**src/design/hps_link_pkg.sv**
```systemverilog
// host link shared definitions
// command codes, bus widths and the word, event and ioctl types
// passed between the framing stage and the decode stages

package hps_link_pkg;

	////////////////////
	// widths

	localparam int WORD_W     = 16;
	// word index within a frame saturates at all ones
	localparam int IDX_W      = 4;
	localparam int NUM_JOY    = 4;
	localparam int JOY_IW     = $clog2(NUM_JOY);
	localparam int IOCTL_AW   = 27;
	// bytes per 16-bit data word
	localparam int IOCTL_STEP = 2;

	////////////////////
	// user-io commands

	localparam logic [WORD_W-1:0] CMD_CFG        = 16'h0001;
	localparam logic [WORD_W-1:0] CMD_JOY0       = 16'h0002;
	localparam logic [WORD_W-1:0] CMD_JOY1       = 16'h0003;
	localparam logic [WORD_W-1:0] CMD_JOY2       = 16'h0010;
	localparam logic [WORD_W-1:0] CMD_JOY3       = 16'h0011;
	localparam logic [WORD_W-1:0] CMD_KBD        = 16'h0005;
	localparam logic [WORD_W-1:0] CMD_STATUS     = 16'h001E;
	localparam logic [WORD_W-1:0] CMD_STATUS_REQ = 16'h0029;

	// file channel commands
	localparam logic [WORD_W-1:0] FIO_FILE_TX     = 16'h0053;
	localparam logic [WORD_W-1:0] FIO_FILE_TX_DAT = 16'h0054;
	localparam logic [WORD_W-1:0] FIO_FILE_INDEX  = 16'h0055;

	////////////////////
	// keyboard byte stream

	localparam logic [7:0] KBD_SKIP_MARK = 8'hFF;
	localparam logic [7:0] KBD_RELEASE   = 8'hF0;
	localparam logic [7:0] KBD_EXT       = 8'hE0;

	// multi-byte sequences and the {pressed, extended, code} they collapse to
	localparam logic [31:0] PRNSCR_DOWN     = 32'hE012E07C;
	localparam logic [9:0]  PRNSCR_DOWN_KEY = 10'h37C;
	localparam logic [31:0] PRNSCR_UP       = 32'h7CE0F012;
	localparam logic [9:0]  PRNSCR_UP_KEY   = 10'h17C;
	localparam logic [31:0] PAUSE_DOWN      = 32'hF014F077;
	localparam logic [9:0]  PAUSE_DOWN_KEY  = 10'h377;

	////////////////////
	// types

	typedef struct packed {
		logic [7:0] mark;
		logic [7:0] code;
	} ps2_word_t;

	// keyboard words carry a mark byte over the scan code byte
	typedef union packed {
		logic [WORD_W-1:0] raw;
		ps2_word_t         ps2;
	} host_data_u;

	typedef struct packed {
		logic              valid;
		logic              chan;
		logic              first;
		logic [WORD_W-1:0] cmd;
		logic [IDX_W-1:0]  idx;
		host_data_u        data;
	} host_word_t;

	typedef struct packed {
		logic user_end;
		logic file_end;
	} frame_end_t;

	typedef struct packed {
		logic       toggle;
		logic       pressed;
		logic       extended;
		logic [7:0] code;
	} ps2_key_t;

	typedef logic [NUM_JOY-1:0][31:0] joy_set_t;

	typedef struct packed {
		logic                download;
		logic                wr;
		logic [15:0]         index;
		logic [IOCTL_AW-1:0] addr;
		logic [15:0]         dout;
	} ioctl_t;

endpackage

```
**src/design/host_frame.sv**
```systemverilog
// host bus framing stage
// registers the host word bus, latches the command of each frame,
// numbers the later words and flags the end of every frame

module host_frame (
	input  logic                            clk_sys,
	input  logic                            rst_n,
	input  logic                            io_strobe,
	input  logic                            io_enable,
	input  logic                            fp_enable,
	input  logic [hps_link_pkg::WORD_W-1:0] io_din,
	output hps_link_pkg::host_word_t        word,
	output hps_link_pkg::frame_end_t        frame_end
);
	import hps_link_pkg::*;

	logic              frame_on;
	logic              take;
	logic              io_en_q;
	logic              fp_en_q;
	logic              has_cmd;
	logic [IDX_W-1:0]  cnt;
	logic              valid_q;
	logic              chan_q;
	logic              first_q;
	logic [IDX_W-1:0]  idx_q;
	logic [WORD_W-1:0] cmd;
	host_data_u        din_q;

	assign frame_on = io_enable | fp_enable;
	assign take     = io_strobe & frame_on;

	// frame state and end detection
	always_ff @(posedge clk_sys or negedge rst_n) begin
		if (!rst_n) begin
			io_en_q   <= 1'b0;
			fp_en_q   <= 1'b0;
			has_cmd   <= 1'b0;
			cnt       <= '0;
			valid_q   <= 1'b0;
			frame_end <= '0;
		end else begin
			io_en_q            <= io_enable;
			fp_en_q            <= fp_enable;
			frame_end.user_end <= io_en_q & ~io_enable;
			frame_end.file_end <= fp_en_q & ~fp_enable;
			valid_q            <= take;
			if (!frame_on) begin
				has_cmd <= 1'b0;
				cnt     <= '0;
			end else if (io_strobe) begin
				has_cmd <= 1'b1;
				// stick at the top index for long frames
				if (~&cnt)
					cnt <= cnt + 1'b1;
			end
		end
	end

	// word payload latched with each accepted strobe
	always_ff @(posedge clk_sys) begin
		if (take) begin
			chan_q  <= fp_enable;
			first_q <= ~has_cmd;
			idx_q   <= cnt;
			din_q   <= io_din;
			if (!has_cmd)
				cmd <= io_din;
		end
	end

	assign word = '{valid: valid_q, chan: chan_q, first: first_q,
	                cmd: cmd, idx: idx_q, data: din_q};

endmodule

```
**src/design/user_io_regs.sv**
```systemverilog
// user-io register decoder
// holds configuration, joystick and status words written by the host,
// captures status-set requests from the core and drives the reply word

module user_io_regs (
	input  logic                            clk_sys,
	input  logic                            rst_n,
	input  hps_link_pkg::host_word_t        word,
	input  hps_link_pkg::frame_end_t        frame_end,
	input  logic [63:0]                     status_in,
	input  logic                            status_set,
	output logic [1:0]                      buttons,
	output logic                            forced_scandoubler,
	output logic                            direct_video,
	output hps_link_pkg::joy_set_t          joystick,
	output logic [63:0]                     status,
	output logic [hps_link_pkg::WORD_W-1:0] io_dout
);
	import hps_link_pkg::*;

	logic              user_word;
	logic              user_data;
	logic [WORD_W-1:0] cfg;
	logic              joy_hit;
	logic [JOY_IW-1:0] joy_idx;
	logic              status_set_q;
	logic              set_edge;
	logic [3:0]        stflg;
	logic [63:0]       status_req;
	logic [WORD_W-1:0] reply;

	assign user_word = word.valid & ~word.chan;
	assign user_data = user_word & ~word.first;

	// config bits used by this core
	assign buttons            = cfg[1:0];
	assign forced_scandoubler = cfg[4];
	assign direct_video       = cfg[10];

	// joystick commands are not contiguous
	always_comb begin
		joy_hit = 1'b1;
		joy_idx = '0;
		case (word.cmd)
			CMD_JOY0: joy_idx = JOY_IW'(0);
			CMD_JOY1: joy_idx = JOY_IW'(1);
			CMD_JOY2: joy_idx = JOY_IW'(2);
			CMD_JOY3: joy_idx = JOY_IW'(3);
			default:  joy_hit = 1'b0;
		endcase
	end

	////////////////////
	// host writes

	always_ff @(posedge clk_sys or negedge rst_n) begin
		if (!rst_n) begin
			cfg      <= '0;
			joystick <= '0;
			status   <= '0;
		end else if (user_data) begin
			if (word.cmd == CMD_CFG)
				cfg <= word.data.raw;
			if (joy_hit) begin
				// low half on word 1 and high half on every later word
				if (word.idx == IDX_W'(1))
					joystick[joy_idx][15:0] <= word.data.raw;
				else
					joystick[joy_idx][31:16] <= word.data.raw;
			end
			if (word.cmd == CMD_STATUS) begin
				case (word.idx)
					IDX_W'(1): status[15:0]  <= word.data.raw;
					IDX_W'(2): status[31:16] <= word.data.raw;
					IDX_W'(3): status[47:32] <= word.data.raw;
					IDX_W'(4): status[63:48] <= word.data.raw;
					default: ;
				endcase
			end
		end
	end

	////////////////////
	// status-set request from the core

	assign set_edge = status_set & ~status_set_q;

	always_ff @(posedge clk_sys or negedge rst_n) begin
		if (!rst_n) begin
			status_set_q <= 1'b0;
			stflg        <= '0;
		end else begin
			status_set_q <= status_set;
			if (set_edge)
				stflg <= stflg + 1'b1;
		end
	end

	always_ff @(posedge clk_sys) begin
		if (set_edge)
			status_req <= status_in;
	end

	////////////////////
	// reply word

	always_comb begin
		reply = '0;
		if (word.cmd == CMD_STATUS_REQ) begin
			if (word.first) begin
				// header lets the host see how many requests were made
				reply = WORD_W'({4'hA, stflg});
			end else begin
				case (word.idx)
					IDX_W'(1): reply = status_req[15:0];
					IDX_W'(2): reply = status_req[31:16];
					IDX_W'(3): reply = status_req[47:32];
					IDX_W'(4): reply = status_req[63:48];
					default:   reply = '0;
				endcase
			end
		end
	end

	always_ff @(posedge clk_sys or negedge rst_n) begin
		if (!rst_n)
			io_dout <= '0;
		else if (frame_end.user_end)
			io_dout <= '0;
		else if (user_word)
			io_dout <= reply;
	end

endmodule

```
**src/design/ps2_key_decoder.sv**
```systemverilog
// keyboard byte decoder
// collects the scan code bytes of one keyboard frame and turns them
// into a single key event when the frame closes

module ps2_key_decoder (
	input  logic                     clk_sys,
	input  logic                     rst_n,
	input  hps_link_pkg::host_word_t word,
	input  hps_link_pkg::frame_end_t frame_end,
	output hps_link_pkg::ps2_key_t   ps2_key
);
	import hps_link_pkg::*;

	logic        kbd_word;
	logic        kbd_frame;
	logic        skip;
	logic [31:0] raw;
	logic        pressed;
	logic        extended;

	assign kbd_word = word.valid & ~word.chan & (word.cmd == CMD_KBD);

	// newest byte sits in raw[7:0]
	assign pressed  = (raw[15:8] != KBD_RELEASE);
	assign extended = pressed ? (raw[15:8] == KBD_EXT) : (raw[23:16] == KBD_EXT);

	always_ff @(posedge clk_sys or negedge rst_n) begin
		if (!rst_n) begin
			kbd_frame <= 1'b0;
			skip      <= 1'b0;
			raw       <= '0;
			ps2_key   <= '0;
		end else if (frame_end.user_end) begin
			if (kbd_frame && !skip) begin
				ps2_key.toggle <= ~ps2_key.toggle;
				case (raw)
					PRNSCR_DOWN:
						{ps2_key.pressed, ps2_key.extended, ps2_key.code} <= PRNSCR_DOWN_KEY;
					PRNSCR_UP:
						{ps2_key.pressed, ps2_key.extended, ps2_key.code} <= PRNSCR_UP_KEY;
					PAUSE_DOWN:
						{ps2_key.pressed, ps2_key.extended, ps2_key.code} <= PAUSE_DOWN_KEY;
					default: begin
						ps2_key.pressed  <= pressed;
						ps2_key.extended <= extended;
						ps2_key.code     <= raw[7:0];
					end
				endcase
			end
			kbd_frame <= 1'b0;
		end else if (kbd_word) begin
			if (word.first) begin
				kbd_frame <= 1'b1;
				skip      <= 1'b0;
				raw       <= '0;
			end else if (word.data.ps2.mark == KBD_SKIP_MARK) begin
				// rest of this frame and its event are dropped
				skip <= 1'b1;
			end else if (!skip) begin
				raw <= {raw[23:0], word.data.ps2.code};
			end
		end
	end

endmodule

```
**src/design/file_loader.sv**
```systemverilog
// file channel loader
// takes the file index and download start/stop from the host and turns
// each data word into one ioctl write at a rising byte address

module file_loader (
	input  logic                     clk_sys,
	input  logic                     rst_n,
	input  hps_link_pkg::host_word_t word,
	output hps_link_pkg::ioctl_t     ioctl
);
	import hps_link_pkg::*;

	logic                file_data;
	logic                first_arg;
	logic [IOCTL_AW-1:0] addr_next;

	// file channel words after the command word
	assign file_data = word.valid & word.chan & ~word.first;
	assign first_arg = (word.idx == IDX_W'(1));

	always_ff @(posedge clk_sys or negedge rst_n) begin
		if (!rst_n) begin
			ioctl     <= '0;
			addr_next <= '0;
		end else begin
			// wr is a single cycle strobe
			ioctl.wr <= 1'b0;
			if (file_data) begin
				case (word.cmd)
					FIO_FILE_INDEX: begin
						if (first_arg)
							ioctl.index <= word.data.raw;
					end

					FIO_FILE_TX: begin
						if (first_arg) begin
							if (|word.data.raw[7:0]) begin
								ioctl.download <= 1'b1;
								addr_next      <= '0;
							end else begin
								// leave addr at the first byte not written
								if (ioctl.download)
									ioctl.addr <= addr_next;
								ioctl.download <= 1'b0;
							end
						end
					end

					FIO_FILE_TX_DAT: begin
						if (ioctl.download) begin
							ioctl.wr   <= 1'b1;
							ioctl.addr <= addr_next;
							ioctl.dout <= word.data.raw;
							addr_next  <= addr_next + IOCTL_AW'(IOCTL_STEP);
						end
					end

					default: ;
				endcase
			end
		end
	end

endmodule

```
**src/design/hps_link_top.sv**
```systemverilog
// host link top level
// framing stage feeding the user-io, keyboard and file decode stages

module hps_link_top (
	input  logic                            clk_sys,
	input  logic                            rst_n,
	// host word bus
	input  logic                            io_strobe,
	input  logic                            io_enable,
	input  logic                            fp_enable,
	input  logic [hps_link_pkg::WORD_W-1:0] io_din,
	output logic [hps_link_pkg::WORD_W-1:0] io_dout,
	output logic                            host_wait,
	// core side
	input  logic                            ioctl_wait,
	input  logic [63:0]                     status_in,
	input  logic                            status_set,
	output logic [1:0]                      buttons,
	output logic                            forced_scandoubler,
	output logic                            direct_video,
	output hps_link_pkg::joy_set_t          joystick,
	output logic [63:0]                     status,
	output hps_link_pkg::ps2_key_t          ps2_key,
	output hps_link_pkg::ioctl_t            ioctl
);
	import hps_link_pkg::*;

	host_word_t word;
	frame_end_t frame_end;

	// the core throttles the host directly
	assign host_wait = ioctl_wait;

	////////////////////
	// stage 1

	host_frame u_frame (
		.clk_sys   (clk_sys),
		.rst_n     (rst_n),
		.io_strobe (io_strobe),
		.io_enable (io_enable),
		.fp_enable (fp_enable),
		.io_din    (io_din),
		.word      (word),
		.frame_end (frame_end)
	);

	////////////////////
	// stage 2

	user_io_regs u_user (
		.clk_sys            (clk_sys),
		.rst_n              (rst_n),
		.word               (word),
		.frame_end          (frame_end),
		.status_in          (status_in),
		.status_set         (status_set),
		.buttons            (buttons),
		.forced_scandoubler (forced_scandoubler),
		.direct_video       (direct_video),
		.joystick           (joystick),
		.status             (status),
		.io_dout            (io_dout)
	);

	ps2_key_decoder u_kbd (
		.clk_sys   (clk_sys),
		.rst_n     (rst_n),
		.word      (word),
		.frame_end (frame_end),
		.ps2_key   (ps2_key)
	);

	file_loader u_file (
		.clk_sys (clk_sys),
		.rst_n   (rst_n),
		.word    (word),
		.ioctl   (ioctl)
	);

endmodule

```
**config.mk**
```make
export PLATFORM = sky130hd
export DESIGN_NAME = hps_link_top
export DESIGN_NICKNAME = d
export VERILOG_FILES = /design/src/design/hps_link_pkg.sv /design/src/design/host_frame.sv /design/src/design/user_io_regs.sv /design/src/design/ps2_key_decoder.sv /design/src/design/file_loader.sv /design/src/design/hps_link_top.sv
export SDC_FILE = /design/constraint.sdc
export NUM_CORES = 1
export LEC_CHECK = 0
export ABC_AREA = 1
export BUFFER_PORTS_ARGS = -buffer_cell sky130_fd_sc_hd__buf_4
export CAP_MARGIN = 20
export CORE_ASPECT_RATIO = 0.75
export CORE_UTILIZATION = 55
export CTS_CLUSTER_SIZE = 8
export DETAILED_ROUTE_END_ITERATION = 16
export GPL_TIMING_DRIVEN = 1
export HOLD_SLACK_MARGIN = 0.05
export PLACE_DENSITY = 0.91
export SLEW_MARGIN = 5
export SYNTH_ARGS = -nofsm -noshare
export SYNTH_HDL_FRONTEND = slang
export SYNTH_SLANG_ARGS = --single-unit
```
**constraint.sdc**
```tcl
create_clock -name clk_sys -period 5 [get_ports clk_sys]
set_input_delay 0 -clock clk_sys [delete_from_list [all_inputs] [get_ports clk_sys]]
set_output_delay 0 -clock clk_sys [all_outputs]
set_load 0.05 [all_outputs]
```
# ---- Yosys cells after proc, flatten, opt, wreduce, memory -nomap -nowiden
# Index checks and enable logic that the tools add are counted.
dict set report word_totals {
  in_bits 87
  reg_bits 467
  out_inout_bits 285
}
dict set report classes {
  eq_ne 31
  reduce_logical 28
  bitwise 16
  n_addsub 3
  muxes 45
  magnitude_cmp 2
}
# op n
set ops {}
lappend ops {{bitwise mux 128 bit} 2}
lappend ops {{two-way mux 27 bit} 6}
lappend ops {{demux 32 bit (select 2 bit)} 2}
lappend ops {{two-way mux 128 bit} 1}
lappend ops {{two-way mux 16 bit} 8}
lappend ops {{two-way mux 32 bit} 4}
lappend ops {{one-hot mux 27 bit (2 select lines)} 2}
lappend ops {{== test 32 bit, second input constant} 2}
lappend ops {{one-hot mux 16 bit (4 select lines)} 1}
lappend ops {{two-way mux 60 bit} 1}
lappend ops {{== test 16 x 5 -> 1 bit, second input constant} 3}
lappend ops {{== test 16 x 7 -> 1 bit, second input constant} 3}
lappend ops {{two-way mux 43 bit} 1}
lappend ops {{== test 16 x 2 -> 1 bit, second input constant} 2}
lappend ops {{== test 32 x 31 -> 1 bit, second input constant} 1}
lappend ops {{one-hot mux 10 bit (3 select lines)} 1}
lappend ops {{adder 27 x 2 -> 27 bit, second input constant} 1}
lappend ops {{== test 8 bit, second input constant} 3}
lappend ops {{AND reduction 3 bit} 8}
lappend ops {{== test 16 x 1 -> 1 bit, second input constant} 1}
lappend ops {{== test 16 x 3 -> 1 bit, second input constant} 1}
lappend ops {{== test 16 x 6 -> 1 bit, second input constant} 1}
lappend ops {{two-way mux 1 bit} 12}
lappend ops {{two-way mux 4 bit} 3}
lappend ops {{other kinds (22)} 55}

# ---- Longest topological paths before layout
# Gate-level depths: netlist (run 1).
dict set report depth {
  word_depth 8
  mapped_depth 12
  depth_no_buf 11
}

# ---- Hierarchy
# A second synthesis (run 1) with hierarchy kept.
dict set report unflattened {
  hier_cells 2154
  hier_area_um2 19612.6
}
# mod cells_per_inst area_each_um2 instances
set by_module_without_submodules {}
lappend by_module_without_submodules {user_io_regs 1167 11365.9 1}
lappend by_module_without_submodules {file_loader 589 4367.9 1}
lappend by_module_without_submodules {ps2_key_decoder 312 2285.9 1}
lappend by_module_without_submodules {host_frame 85 1585.3 1}
lappend by_module_without_submodules {hps_link_top 1 7.5 1}

# ---- Worst setup path after synthesis (run 1)
# Ideal clock, no wire load.
dict set report synth_timing {
  path_kind {reg-to-reg}
  start {register u_user.status_set_q}
  end {register u_user.stflg[3]}
  path_stages_with_launch 4
  path_slack_ps 1103
  setup_ps 97
  required_time_ps 4903
  path_buffers 0
  t_arrival_ps 3800
  path_cell_list {dfrtp_1 -> nor2_1 -> nand4_1 -> xnor2_1}
}
dict set report synth_via {
  elab_chain_len 2
}
# item line
set synth_lines {}
lappend synth_lines {{start: declaration} user_io_regs.sv:26} ;# logic status_set_q;
lappend synth_lines {{start signal: assignment} user_io_regs.sv:93} ;# status_set_q <= status_set;
lappend synth_lines {{inverter 1 bit} user_io_regs.sv:86} ;# assign set_edge = status_set & ~status_set_q;
lappend synth_lines {{bitwise AND 1 bit} user_io_regs.sv:86}
lappend synth_lines {{named net u_user.set_edge} user_io_regs.sv:27} ;# logic set_edge;
lappend synth_lines {{end signal: assignment} user_io_regs.sv:95} ;# stflg <= stflg + 1'b1;
lappend synth_lines {{end: declaration} user_io_regs.sv:28} ;# logic [3:0] stflg;
# The timed path passes the listed nets, and every way through them passes these cells.
# A chain may end at the register's enable or synchronous reset.

# ---- Final worst setup path (run 1)
dict set report layout_timing {
  start {register u_frame.idx_q[3]}
  end {register u_user.joystick[102] in the netlist's numbering}
}
dict set report layout_via {
  elab_chain_len 2
}
# item line
set layout_lines {}
lappend layout_lines {{start: declaration} host_frame.sv:26} ;# logic [IDX_W-1:0] idx_q;
lappend layout_lines {{start signal: assignment} host_frame.sv:65} ;# idx_q <= cnt;
lappend layout_lines {{== test 4 x 1 -> 1 bit} user_io_regs.sv:66} ;# if (word.idx == IDX_W'(1))
lappend layout_lines {{two-way mux 128 bit} user_io_regs.sv:66}
lappend layout_lines {{end signal: indexed assignment} user_io_regs.sv:67} ;# joystick[joy_idx][15:0] <= word.data.raw;
lappend layout_lines {{end signal: indexed assignment} user_io_regs.sv:69} ;# joystick[joy_idx][31:16] <= word.data.raw;
lappend layout_lines {{end: declaration} user_io_regs.sv:15} ;# output hps_link_pkg::joy_set_t joystick,
# Every way passes these cells.

==> impl_table.tex, run 1 <==
\begin{tabular}{lr}
\hline
Metric & Value \\
\hline
\multicolumn{2}{l}{\textbf{Status}} \\
Run status & finished, final reports clean \\
\multicolumn{2}{l}{\textbf{Setup path}} \\
Sort of element at the start of the critical path & flip-flop \\
Arrival @ worst endpoint & 4.38 ns \\
End point of the critical path & u\_user.joystick[102]\$\_DFFE\_PN0P\_ \\
Capturing point of the worst reg2reg path & u\_user.joystick[102]\$\_DFFE\_PN0P\_ \\
Launching point of the worst reg2reg path & u\_frame.idx\_q[3]\$\_DFFE\_PP\_ \\
Maximum fanout encountered on the critical timing path & 32 \\
Critical path start-end classification & flip-flop to flip-flop \\
Launch point of the critical path & u\_frame.idx\_q[3]\$\_DFFE\_PP\_ \\
Internal reg-to-reg setup slack & 1.01 ns \\
Critical Path Sink Type & flip-flop \\
Required time at the endpoint of the critical path & 5.39 ns \\
Count of cells along the worst register-to-register path & 7 \\
\multicolumn{2}{l}{\textbf{Floorplan}} \\
Die Ht & 163 µm \\
Width of the chip & 217 µm \\
IO Count & 372 \\
Standard-cell row count & 58 \\
DIE AREA & 0.0354 mm² \\
Starting Density & 56.3\% \\
Total core area & 0.0338 mm² \\
\multicolumn{2}{l}{\textbf{Synth}} \\
Post-synthesis share of cell area spent on and, or, nand and nor gates & 22.5\% \\
Proportion of synthesized chip area in sequential cells & 62.8\% \\
Count of flip-flops with a built-in enable after synthesis & 102 \\
Yosys warnings & 0 \\
Post-synth top flop & sky130\_fd\_sc\_hd\_\_dfrtp\_1 \\
Post-synthesis register bit count & 458 \\
Avg Cell Area, Syn & 9.15 µm² \\
Post-Synth Adder-Cell Area & 0.197\% \\
Net count of the mapped netlist & 2173 \\
Synth unique cells & 35 \\
Post-Synthesis Cell Area & 0.0191 mm² \\
Complex-gate fraction of the synthesized area & 7.25\% \\
Main combinational cell family by area after synthesis & simple AND/OR/NAND/NOR gates \\
Area share of xor/xnor cells in the synthesized design & 0.460\% \\
Async set-reset flop share out of synthesis & 77.7\% \\
Post-synthesis mux area share & 0.0591\% \\
Syn Inst Count & 2083 \\
\multicolumn{2}{l}{\textbf{Job}} \\
Number of max-cap violations & 0 \\
\multicolumn{2}{l}{\textbf{Clock tree}} \\
Longest Clk Path Bufs & 3 \\
Post CTS Setup Buffer Count & 0 \\
Count of H-tree levels built during CTS & 3 \\
Number of clock sinks & 458 \\
Latest clock arrival within the worst-skew pair & 0.58 ns \\
Clock slew at reported path FFs & 0.05 ns \\
TritonCTS clock tree & yes \\
Root cell of the clock tree & sky130\_fd\_sc\_hd\_\_clkbuf\_16 \\
Number of buffers inserted during clock tree synthesis & 67 \\
\multicolumn{2}{l}{\textbf{Timing}} \\
Crit path time final & 3.99 ns \\
Final Slew Violations & 0 \\
Total Negative Setup Slacks & 0 ns \\
Least-Margin Pin Slew & 1.07 ns \\
Max-slew headroom & 28.6\% \\
Period utilisation layout & 79.9\% \\
Highest Clock Rate & 250 MHz \\
Unrepaired setup endpoints after global routing & false \\
Setup Skew & 0.0341 ns \\
Final hold violation count & 0 \\
Final Worst Setup Slack & 1.01 ns \\
Finish-stage setup viols & 0 \\
\multicolumn{2}{l}{\textbf{Detailed routing}} \\
Final wirelength & 61100 µm \\
Routed via count & 17000 \\
First-iteration detailed-routing DRC count & 1967 \\
Number of remaining DRC errors & 0 \\
Average wire per cell in the routed design & 20.3 µm \\
Length of the first detailed-routing pass in iterations & 7 \\
Antenna-violating nets left & 0 \\
Vias per Instance & 5.64 \\
\multicolumn{2}{l}{\textbf{Finish}} \\
Net count reported at finish & 2616 \\
Final Non-Filler Cells & 3006 \\
Proportion of layout cells with a drive suffix above 1 & 19.5\% \\
Area delta synth->final & 30.3\% \\
End-of-flow core utilization & 73.4\% \\
\multicolumn{2}{l}{\textbf{Placed design}} \\
Number of input and output port buffers inserted & 368 \\
Final weighted congestion in routability-driven placement & 0.919 \\
Number of instances in the placed design & 2813 \\
Placement Setup Slack & 1.56 ns \\
DP HPWL & 37400 µm \\
\multicolumn{2}{l}{\textbf{Power and ir drop}} \\
Peak supply drop & 0.000262 V \\
Power per unit of standard cell area & 343 mW/mm² \\
Total design power & 8.51 mW \\
Static leakage & 12.0 nW \\
\multicolumn{2}{l}{\textbf{GRT}} \\
Via count of the first global-routing pass & 17000 \\
Initial antenna violation count & 6 \\
GRT Total Usage & 34.7\% \\
Sum of overflow across all layers after global routing & 0 \\
Largest net degree at the start of global routing & 151 \\
Global-route wire length before repair & 94000 µm \\
\multicolumn{2}{l}{\textbf{Min path}} \\
Path category of the worst min-delay check & primary input to asynchronous set/reset pin \\
\hline
\end{tabular}
-- registers in the layout, summed over array words and instances (netlist names) --
signal               count
u_user.joystick        128
u_user.status           64
u_user.status_req       64
u_file.ioctl            60
u_kbd.raw               32
u_file.addr_next        26
u_frame.cmd             16
u_frame.din_q           16
u_user.io_dout          16
u_kbd.ps2_key           11
u_frame.cnt              4
u_frame.idx_q            4
u_user.cfg               4
u_user.stflg             4
u_frame.chan_q           1
u_frame.first_q          1
u_frame.frame_end        1
u_frame.has_cmd          1
u_frame.io_en_q          1
u_frame.valid_q          1
u_kbd.kbd_frame          1
u_kbd.skip               1
u_user.status_set_q      1
-- report_power, final --
part           switching [mW]  internal [mW]
clock network            1.62           2.46
registers               0.132           3.92
logic                   0.234          0.143
total                    1.99           6.52
-- cells by family (layout without fill, tap and decap cells) --
group                      after synthesis  in the layout
other                                    1              7
AOI/OAI and AO/OA                      268            268
muxes                                    1              1
adders and majority gates                3              3
buffers and inverters                  305            772
DFF                                    458            458
xor gates and xnor gates                10             10
and+or+nand+nor                       1037           1037
-- routing by layer --
layer | track usage, % | part of all wire [%] | up-vias | wire (µm)
li1 | - | - | 7536 | -
met1 | 44.3 | 38 | 8121 | 23300
met2 | 54.6 | 46 | 1061 | 28100
met3 | 9.65 | 11 | 240 | 6680
met4 | 17.5 | 4.9 | 0 | 3010
met5 | 0 | 0 | - | 0
-- per-stage QoR --
step	instance area (µm²)	hold WS, ns
final	24800	0.0805
after global routing	24800	0.107
after CTS	24700	0.0834
after detailed placement	22000	0.000370
after global placement	22000	0.000370
after floorplan	19100	-0.296
-- Yosys cell counts, drive strengths merged, types with 7 or more instances --
master,number,share of area (%)
clkbuf,46,0.91
a21oi,72,1.9
edfxtp,102,16
a22o,10,0.46
nand4,25,0.82
dfrtp,356,47
o21ai,185,4.9
nand2,623,12
buf,54,1.7
nor2,215,4.4
nand3,149,4.0
nor3,19,0.64
xor2,7,0.32
inv,203,4.0
-- worst max-delay path, stage by stage, from the launching register on --
cell,delay [ns]
sky130_fd_sc_hd__edfxtp_1,0.40
sky130_fd_sc_hd__nor2_1,0.23
sky130_fd_sc_hd__nand3_1,0.13
sky130_fd_sc_hd__buf_4,0.25
sky130_fd_sc_hd__inv_1,0.74
sky130_fd_sc_hd__buf_4,0.40
sky130_fd_sc_hd__nand3_1,0.79
sky130_fd_sc_hd__o21ai_0,0.83
-- layout by cell type (no fill, tap or decap), types with 3 or more instances in the layout --
| master | synthesis | final |
|---|---|---|
| sky130_fd_sc_hd__nand4_1 | 25 | 25 |
| sky130_fd_sc_hd__nor2_1 | 204 | 201 |
| sky130_fd_sc_hd__nor2_2 | 9 | 11 |
| sky130_fd_sc_hd__edfxtp_1 | 102 | 102 |
| sky130_fd_sc_hd__nand3_1 | 147 | 147 |
| sky130_fd_sc_hd__a22o_1 | 10 | 10 |
| sky130_fd_sc_hd__a21oi_1 | 72 | 72 |
| sky130_fd_sc_hd__dlygate4sd3_1 | 0 | 86 |
| sky130_fd_sc_hd__nor2_4 | 2 | 3 |
| sky130_fd_sc_hd__clkbuf_1 | 45 | 19 |
| sky130_fd_sc_hd__o21ai_0 | 108 | 108 |
| sky130_fd_sc_hd__inv_1 | 201 | 201 |
| sky130_fd_sc_hd__buf_8 | 0 | 5 |
| sky130_fd_sc_hd__nand2_2 | 10 | 10 |
| sky130_fd_sc_hd__o21ai_1 | 77 | 77 |
| sky130_fd_sc_hd__clkinv_8 | 0 | 3 |
| sky130_fd_sc_hd__diode_2 | 0 | 6 |
| sky130_fd_sc_hd__xnor2_1 | 3 | 3 |
| sky130_fd_sc_hd__nand2_1 | 613 | 613 |
| sky130_fd_sc_hd__ha_1 | 3 | 3 |
| sky130_fd_sc_hd__clkbuf_16 | 0 | 68 |
| sky130_fd_sc_hd__xor2_1 | 7 | 7 |
| sky130_fd_sc_hd__buf_4 | 4 | 379 |
| sky130_fd_sc_hd__dfrtp_1 | 356 | 356 |
| sky130_fd_sc_hd__nor3_1 | 16 | 15 |
-- layout make-up --
| type | count | area (µm²) |
|---|---|---|
| timing repair buffer | 474 | 3840 |
| clock inverter | 6 | 75.1 |
| antenna | 6 | 15.0 |
| inverter | 205 | 769 |
| tap | 450 | 563 |
| sequential | 458 | 12000 |
| fill | 2224 | 8980 |
| multi-input combinational | 1320 | 5830 |
| clock buffer | 87 | 1770 |
-- worst min-delay path by stage --
| stage | depth (start not counted) | endpoint | startpoint | slack, ns |
|---|---|---|---|---|
| 2_1_floorplan | 0 | u_file.addr_next[10]$_DFFE_PN0P_ | rst_n | -0.30 |
| 4_1_cts | 2 | u_user.status_set_q$_DFF_PN0_ | status_set | 0.08 |
| 5_1_grt | 2 | u_user.status_set_q$_DFF_PN0_ | status_set | 0.11 |
| 6_report | 2 | u_kbd.ps2_key[8]$_DFFE_PN0P_ | rst_n | 0.08 |
| 3_3_place_gp | 0 | host_wait | ioctl_wait | 0.0004 |
| 3_5_place_dp | 0 | host_wait | ioctl_wait | 0.0004 |
-- repair_timing --
item                                   4_1_cts  5_1_grt
setup endpoints to repair                    0        0
hold buffers                                86        0
endpoints found under the hold margin      215        0
resized for setup                            0        0
Power figures use the tool's default switching activity.
==> inputs of run 2 (changes only) <==
Settings changed: ABC_AREA 1 to 0.
Clock period 5 ns to 4.1 ns, I/O delays scaled along.
==> run 2 against run 1 <==
Effect of this change: global-route usage fell by 0.42 points; critical path type unchanged; core utilization is 2.4 points higher; synthesized area is 5.8% lower; register-to-register slack improved by 0.06 ns; die area fell by 5.7%; first-iteration DRC count decreased by 25%; via count shrank 20%; final cell count down 26%; highest routed layer unchanged; wire length fell by 5.6%.
==> impl_table.tex, run 2 <==
\begin{tabular}{lr}
\hline
Metric & Value \\
\hline
\multicolumn{2}{l}{\textbf{Status}} \\
Run status & finished, final reports clean \\
\multicolumn{2}{l}{\textbf{Floorplan}} \\
Starting Density & 56.7\% \\
Die Ht & 158 µm \\
Standard-cell row count & 56 \\
IO Count & 372 \\
DIE AREA & 0.0334 mm² \\
Width of the chip & 211 µm \\
Total core area & 0.0317 mm² \\
\multicolumn{2}{l}{\textbf{Detailed routing}} \\
Length of the first detailed-routing pass in iterations & 6 \\
Vias per Instance & 6.09 \\
Routed via count & 13600 \\
Final wirelength & 57700 µm \\
First-iteration detailed-routing DRC count & 1475 \\
Number of remaining DRC errors & 0 \\
Antenna-violating nets left & 0 \\
Average wire per cell in the routed design & 25.8 µm \\
\multicolumn{2}{l}{\textbf{Finish}} \\
Fillers & 1782 \\
Register area & 0.0120 mm² \\
Register with the most flip-flops & u\_user.joystick \\
Most common cell after layout, fill and taps aside & sky130\_fd\_sc\_hd\_\_buf\_4 \\
Area delta synth->final & 33.8\% \\
Proportion of layout cells with a drive suffix above 1 & 40.0\% \\
Layout Cell Area excl Fill & 0.0240 mm² \\
Biggest registers after layout & u\_user.joystick x128, u\_user.status x64, u\_user.status\_req x64 \\
Number of flip-flops under the largest register name & 128 \\
Highest-count cells in the layout ignoring fill and taps & 386 x sky130\_fd\_sc\_hd\_\_buf\_4, 356 x sky130\_fd\_sc\_hd\_\_dfrtp\_1, 226 x sky130\_fd\_sc\_hd\_\_mux2\_2 \\
End-of-flow core utilization & 75.9\% \\
Area occupied by multi-input gates & 0.00572 mm² \\
Net count reported at finish & 1853 \\
\multicolumn{2}{l}{\textbf{Timing}} \\
Max-slew headroom & 32.0\% \\
Period utilisation layout & 74.1\% \\
Least-Margin Pin Slew & 1.02 ns \\
Finish-stage setup viols & 0 \\
Final Slew Violations & 0 \\
Highest Clock Rate & 329 MHz \\
Unrepaired setup endpoints after global routing & false \\
Crit path time final & 3.04 ns \\
Final hold violation count & 0 \\
Final Worst Setup Slack & 1.06 ns \\
Setup Skew & 0.0324 ns \\
Total Negative Setup Slacks & 0 ns \\
\multicolumn{2}{l}{\textbf{Setup path}} \\
Top Family by Delay on Critical Path & simple AND/OR/NAND/NOR gates \\
Maximum fanout encountered on the critical timing path & 16 \\
CP max-delay cell & sky130\_fd\_sc\_hd\_\_nor2\_2 \\
Capturing point of the worst reg2reg path & u\_user.joystick[125]\$\_DFFE\_PN0P\_ \\
Total buffers and inverters traversed by the critical path & 0 \\
Internal reg-to-reg setup slack & 1.06 ns \\
Maximum single-stage delay on the critical path & 0.83 ns \\
Critical Path Sink Type & flip-flop \\
Count of cells along the worst register-to-register path & 5 \\
Critical path start-end classification & flip-flop to flip-flop \\
Arrival @ worst endpoint & 3.48 ns \\
CP cell instances & nor4\_4 > and3\_1 > nand3\_2 > nor2\_2 > mux2\_2 \\
Sort of element at the start of the critical path & flip-flop \\
Launching point of the worst reg2reg path & u\_frame.cmd[9]\$\_DFFE\_PP\_ \\
Required time at the endpoint of the critical path & 4.55 ns \\
\multicolumn{2}{l}{\textbf{GRT}} \\
Largest net degree at the start of global routing & 112 \\
Initial antenna violation count & 8 \\
Sum of overflow across all layers after global routing & 0 \\
Via count of the first global-routing pass & 14200 \\
Global-route wire length before repair & 85200 µm \\
GRT Total Usage & 34.2\% \\
\multicolumn{2}{l}{\textbf{Power and ir drop}} \\
Peak supply drop & 0.000416 V \\
Static leakage & 11.3 nW \\
Power per unit of standard cell area & 433 mW/mm² \\
\multicolumn{2}{l}{\textbf{Clock tree}} \\
Latest clock arrival within the worst-skew pair & 0.57 ns \\
Resize count post-CTS & 0 \\
Number of buffers inserted during clock tree synthesis & 67 \\
TritonCTS clock tree & yes \\
Count of H-tree levels built during CTS & 3 \\
Number of clock sinks & 458 \\
Longest Clk Path Bufs & 3 \\
Clock slew at reported path FFs & 0.06 ns \\
Root cell of the clock tree & sky130\_fd\_sc\_hd\_\_clkbuf\_16 \\
\multicolumn{2}{l}{\textbf{Synth}} \\
Avg Cell Area, Syn & 13.9 µm² \\
Commonest cells in the netlist & 356 x sky130\_fd\_sc\_hd\_\_dfrtp\_1, 226 x sky130\_fd\_sc\_hd\_\_mux2\_2, 125 x sky130\_fd\_sc\_hd\_\_nand2\_1 \\
Area share of the largest cell type after synthesis & 49.6\% \\
Net count of the mapped netlist & 1377 \\
Post-Synthesis Cell Area & 0.0180 mm² \\
Proportion of synthesized chip area in sequential cells & 66.7\% \\
Async set-reset flop share out of synthesis & 77.7\% \\
Syn Inst Count & 1287 \\
Top cells by area in the synthesized netlist & sky130\_fd\_sc\_hd\_\_dfrtp\_1 50\%, sky130\_fd\_sc\_hd\_\_edfxtp\_1 17\%, sky130\_fd\_sc\_hd\_\_mux2\_2 14\%, sky130\_fd\_sc\_hd\_\_nand2\_1 2.6\%, sky130\_fd\_sc\_hd\_\_o21ai\_0 2.5\% \\
Top cell type by total area after synthesis & sky130\_fd\_sc\_hd\_\_dfrtp\_1 \\
Synth unique cells & 62 \\
Post-synth top flop & sky130\_fd\_sc\_hd\_\_dfrtp\_1 \\
Post-synthesis register bit count & 458 \\
Library cell with the highest instance count after synthesis & sky130\_fd\_sc\_hd\_\_dfrtp\_1 \\
Yosys warnings & 0 \\
Count of flip-flops with a built-in enable after synthesis & 102 \\
\multicolumn{2}{l}{\textbf{Placed design}} \\
Placement Setup Slack & 1.11 ns \\
Final weighted congestion in routability-driven placement & 0.903 \\
Number of input and output port buffers inserted & 368 \\
Post-detailed-placement cell area & 0.0212 mm² \\
DP HPWL & 34600 µm \\
\multicolumn{2}{l}{\textbf{Job}} \\
Number of max-cap violations & 0 \\
\multicolumn{2}{l}{\textbf{Min path}} \\
Path category of the worst min-delay check & primary input to asynchronous set/reset pin \\
\hline
\end{tabular}
==> run 2: how the worst max path moves through the flow <==
stage | start | endpoint | slack, ns | cells past startpoint
after floorplan | u_user.status_set_q$_DFF_PN0_ | u_user.stflg[3]$_DFFE_PN0P_ | 1.18 | 4
after detailed placement | u_frame.din_q[7]$_DFFE_PP_ | u_file.addr_next[24]$_DFFE_PN0P_ | 1.11 | 5
after global placement | u_frame.din_q[7]$_DFFE_PP_ | u_file.addr_next[26]$_DFFE_PN0P_ | 1.23 | 5
final | u_frame.cmd[9]$_DFFE_PP_ | u_user.joystick[125]$_DFFE_PN0P_ | 1.06 | 5
after CTS | u_frame.din_q[3]$_DFFE_PP_ | u_file.addr_next[7]$_DFFE_PN0P_ | 1.0 | 5
after global routing | u_frame.cmd[13]$_DFFE_PP_ | u_user.joystick[100]$_DFFE_PN0P_ | 1.01 | 5
==> run 2: repair_timing <==
item,in CTS,in global routing
endpoints found under the hold margin,214,0
setup buffers,0,0
hold buffers,86,0
==> run 2: worst reg2reg max path, cell delays in order, from the launching register on <==
cell                       delay [ns]
sky130_fd_sc_hd__edfxtp_1        0.42
sky130_fd_sc_hd__nor4_4          0.53
sky130_fd_sc_hd__and3_1          0.44
sky130_fd_sc_hd__nand3_2         0.24
sky130_fd_sc_hd__nor2_2          0.84
sky130_fd_sc_hd__mux2_2          0.46
==> run 2: routing by layer <==
| metal | track usage, % | vias to the layer above | share of wire [%] |
|---|---|---|---|
| met5 | 0 | - | 0 |
| met4 | 19.7 | 0 | 5.6 |
| met3 | 11.0 | 244 | 10 |
| met2 | 54.6 | 902 | 48 |
| met1 | 41.5 | 6825 | 36 |
| li1 | - | 5626 | - |
==> run 2: kinds of logic (layout without fill, tap and decap cells) <==
kind of cell	Yosys count	count (layout)	share of synthesized area, %
xor gates and xnor gates	7	7	0.341
DFF	458	458	66.7
buffers and inverters	76	578	1.86
muxes	229	229	14.4
AOI/OAI and AO/OA	185	185	6.28
other	1	9	0.0209
adders and majority gates	3	3	0.209
and+or+nand+nor	328	328	10.2
==> run 2: cell type report <==
type | count | area share, %
Sequential cell | 458 | 49.8
Multi-Input combinational cell | 753 | 23.8
Timing Repair Buffer | 478 | 16.1
Clock buffer | 90 | 7.56
Tap cell | 435 | 2.27
Clock inverter | 5 | 0.276
Antenna cell | 8 | 0.0833
Inverter | 5 | 0.0781
==> run 2: per-stage QoR <==
stage | total power, mW | hold slack [ns] | instances
floorplan | 5.08 | -0.296 | 1287
global placement | 5.30 | 0.000341 | 2040
detailed placement | 5.33 | 0.000341 | 2041
CTS | 10.4 | 0.0846 | 2222
global route | 10.7 | 0.106 | 2232
finish | 10.4 | 0.110 | 2232
==> run 2: power breakdown <==
group / internal (mW) / switching, mW
combinational: 0.200 / 0.225
sequential: 4.77 / 0.157
clock: 3.06 / 1.98
==> inputs of run 3 (changes only) <==
Settings changed: CORE_UTILIZATION 55 to 49, PLACE_DENSITY 0.91 to 0.86.
Clock period 4.1 ns to 2.5 ns, I/O delays scaled along.
==> run 3 against run 2 <==
Effect of this change: clock-buffer cell count is 1 higher; cell area grew 2.1%; largest power group unchanged; final cell count rose by 3.4%; sequential share of layout area down 1.0 points; register-to-register slack got worse by 0.90 ns; clock power is 63% higher; worst setup slack lost 0.90 ns; via count decreased by 2.9%; power is 64% higher; non-clock buffer count up 47.
==> impl_table.tex, run 3 (synthesis gave the netlist of run 2 again) <==
\begin{tabular}{lr}
\hline
Metric & Value \\
\hline
\multicolumn{2}{l}{\textbf{Power and ir drop}} \\
Power per unit of standard cell area & 696 mW/mm² \\
Static leakage & 11.6 nW \\
Switching part of the total power & 22.3\% \\
Net switching power & 3.81 mW \\
P\_int & 13.3 mW \\
Combinational Power Share & 5.3\% \\
Relative contribution of the clock network to total power & 48.2\% \\
Portion of total power attributed to sequential cells & 46.5\% \\
Peak supply drop & 0.000650 V \\
\multicolumn{2}{l}{\textbf{Timing}} \\
Setup Skew & 0.0274 ns \\
Least-Margin Pin Slew & 0.852 ns \\
Final Slew Violations & 0 \\
Period utilisation layout & 93.5\% \\
Worst hold slack & 0.119 ns \\
Crit path time final & 2.34 ns \\
Unrepaired setup endpoints after global routing & false \\
Highest Clock Rate & 428 MHz \\
Final hold violation count & 0 \\
Finish-stage setup viols & 0 \\
Max-slew headroom & 43.2\% \\
Total Negative Setup Slacks & 0 ns \\
\multicolumn{2}{l}{\textbf{Clock tree}} \\
Number of buffers inserted during clock tree synthesis & 67 \\
Number of clock sinks & 458 \\
TritonCTS clock tree & yes \\
Count of H-tree levels built during CTS & 3 \\
Post CTS Setup Buffer Count & 0 \\
Clock slew at reported path FFs & 0.05 ns \\
Latest clock arrival within the worst-skew pair & 0.58 ns \\
Longest Clk Path Bufs & 3 \\
Root cell of the clock tree & sky130\_fd\_sc\_hd\_\_clkbuf\_16 \\
\multicolumn{2}{l}{\textbf{Detailed routing}} \\
Antenna-violating nets left & 0 \\
Length of the first detailed-routing pass in iterations & 5 \\
First-iteration detailed-routing DRC count & 1058 \\
Final wirelength & 54000 µm \\
Average wire per cell in the routed design & 23.4 µm \\
Routed via count & 13200 \\
Number of remaining DRC errors & 0 \\
Vias per Instance & 5.72 \\
\multicolumn{2}{l}{\textbf{Finish}} \\
Most common cell after layout, fill and taps aside & sky130\_fd\_sc\_hd\_\_buf\_4 \\
Net count reported at finish & 1900 \\
End-of-flow core utilization & 68.2\% \\
Layout Cell Area excl Fill & 0.0245 mm² \\
Highest-count cells in the layout ignoring fill and taps & 422 x sky130\_fd\_sc\_hd\_\_buf\_4, 356 x sky130\_fd\_sc\_hd\_\_dfrtp\_1, 226 x sky130\_fd\_sc\_hd\_\_mux2\_2 \\
Biggest registers after layout & u\_user.joystick x128, u\_user.status x64, u\_user.status\_req x64 \\
Register with the most flip-flops & u\_user.joystick \\
Proportion of layout cells with a drive suffix above 1 & 41.5\% \\
Number of flip-flops under the largest register name & 128 \\
Area delta synth->final & 36.7\% \\
\multicolumn{2}{l}{\textbf{Placed design}} \\
Number of input and output port buffers inserted & 368 \\
Post-detailed-placement cell area & 0.0217 mm² \\
DP HPWL & 33300 µm \\
Final weighted congestion in routability-driven placement & 0.863 \\
\multicolumn{2}{l}{\textbf{GRT}} \\
GRT Total Usage & 29.1\% \\
Largest net degree at the start of global routing & 76 \\
Global-route wire length before repair & 82700 µm \\
Initial antenna violation count & 7 \\
Via count of the first global-routing pass & 14000 \\
Sum of overflow across all layers after global routing & 0 \\
\multicolumn{2}{l}{\textbf{Setup path}} \\
Maximum fanout encountered on the critical timing path & 52 \\
Critical path start-end classification & flip-flop to flip-flop \\
Sort of element at the start of the critical path & flip-flop \\
Required time at the endpoint of the critical path & 2.93 ns \\
CP max-delay cell & sky130\_fd\_sc\_hd\_\_or4b\_1 \\
Critical Path Sink Type & flip-flop \\
Maximum single-stage delay on the critical path & 0.61 ns \\
CP cell instances & buf\_4 > or4b\_1 > nor4\_1 > o211ai\_1 > buf\_6 > nand2\_1 > o21ai\_1 \\
Arrival @ worst endpoint & 2.77 ns \\
\multicolumn{2}{l}{\textbf{Floorplan}} \\
IO Count & 372 \\
Die Ht & 168 µm \\
Standard-cell row count & 60 \\
Starting Density & 49.9\% \\
Width of the chip & 223 µm \\
Total core area & 0.0360 mm² \\
DIE AREA & 0.0374 mm² \\
\multicolumn{2}{l}{\textbf{Min path}} \\
Path category of the worst min-delay check & primary input to flip-flop \\
\multicolumn{2}{l}{\textbf{Status}} \\
Run status & finished, final reports clean \\
\multicolumn{2}{l}{\textbf{Job}} \\
Number of max-cap violations & 0 \\
\hline
\end{tabular}
## run 3: changes by cell type in the layout (fill, tap and decap cells not counted)
cell / before / now
sky130_fd_sc_hd__inv_4: 0 / 1
sky130_fd_sc_hd__buf_6: 0 / 1
sky130_fd_sc_hd__dlygate4sd3_1: 86 / 87
sky130_fd_sc_hd__inv_6: 2 / 1
sky130_fd_sc_hd__buf_4: 386 / 422
sky130_fd_sc_hd__buf_16: 1 / 0
sky130_fd_sc_hd__clkbuf_16: 69 / 70
sky130_fd_sc_hd__clkbuf_8: 1 / 0
sky130_fd_sc_hd__clkbuf_1: 20 / 21
sky130_fd_sc_hd__diode_2: 8 / 7
sky130_fd_sc_hd__buf_12: 3 / 13
## run 3: through the flow
step	std cells	power [mW]	setup slack (ns)
final	2309	17.1	0.163
after global routing	2309	17.5	0.0452
after CTS	2301	17.1	0.0919
after detailed placement	2117	8.81	0.175
after global placement	2117	8.77	0.262
after floorplan	1287	8.32	0.301
## run 3: what timing repair did
item / CTS / global route
hold buffers: 88 / 0
gates resized for setup: 0 / 1
endpoints found under the setup margin: 0 / 6
hold endpoints to repair: 482 / 0
## run 3: layout make-up
class / instances / area (µm²)
sequential: 458 / 12000
fill: 2330 / 11400
multi-input combinational: 753 / 5720
timing repair buffer: 525 / 4340
clock buffer: 91 / 1830
tap: 465 / 582
clock inverter: 5 / 63.8
inverter: 5 / 18.8
antenna: 7 / 17.5
## run 3: final timing paths
kind | start | to | cells after the start | slack, ns
max reg2reg | u_frame.idx_q[1]$_DFFE_PP_ | u_file.ioctl[40]$_DFFE_PN0P_ | 7 | 0.16
min in group asynchronous | rst_n | u_user.joystick[22]$_DFFE_PN0P_ | 3 | 0.50
min | status_set | u_user.status_set_q$_DFF_PN0_ | 2 | 0.12
max in group asynchronous | rst_n | u_user.cfg[1]$_DFFE_PN0P_ | 4 | 1.21
min reg2reg | u_kbd.ps2_key[10]$_DFFE_PN0P_ | u_kbd.ps2_key[10]$_DFFE_PN0P_ | 1 | 0.48
max | u_frame.idx_q[1]$_DFFE_PP_ | u_file.ioctl[40]$_DFFE_PN0P_ | 7 | 0.16
## run 3: critical path: cells and delay by family, from the launching register on
family	cells	cell delay (ns)
and+or+nand+nor	3	1.08
DFF	1	0.42
AOI/OAI and AO/OA	2	0.26
buffers and inverters	2	0.43
## run 3: layer usage
layer  GRT usage, %  wire length, µm
met3           8.12             3960
met1           36.1            21000
met2           46.5            26100
met5              0                0
met4           16.1             2900
## run 3: power groups by stage
stage / logic [mW] / clock network [mW] / registers (mW)
global placement: 0.731 / 0 / 8.04
finish: 0.913 / 8.22 / 7.93
global route: 0.978 / 8.63 / 7.94
CTS: 0.889 / 8.31 / 7.93
floorplan: 0.273 / 0 / 8.05
detailed placement: 0.760 / 0 / 8.05
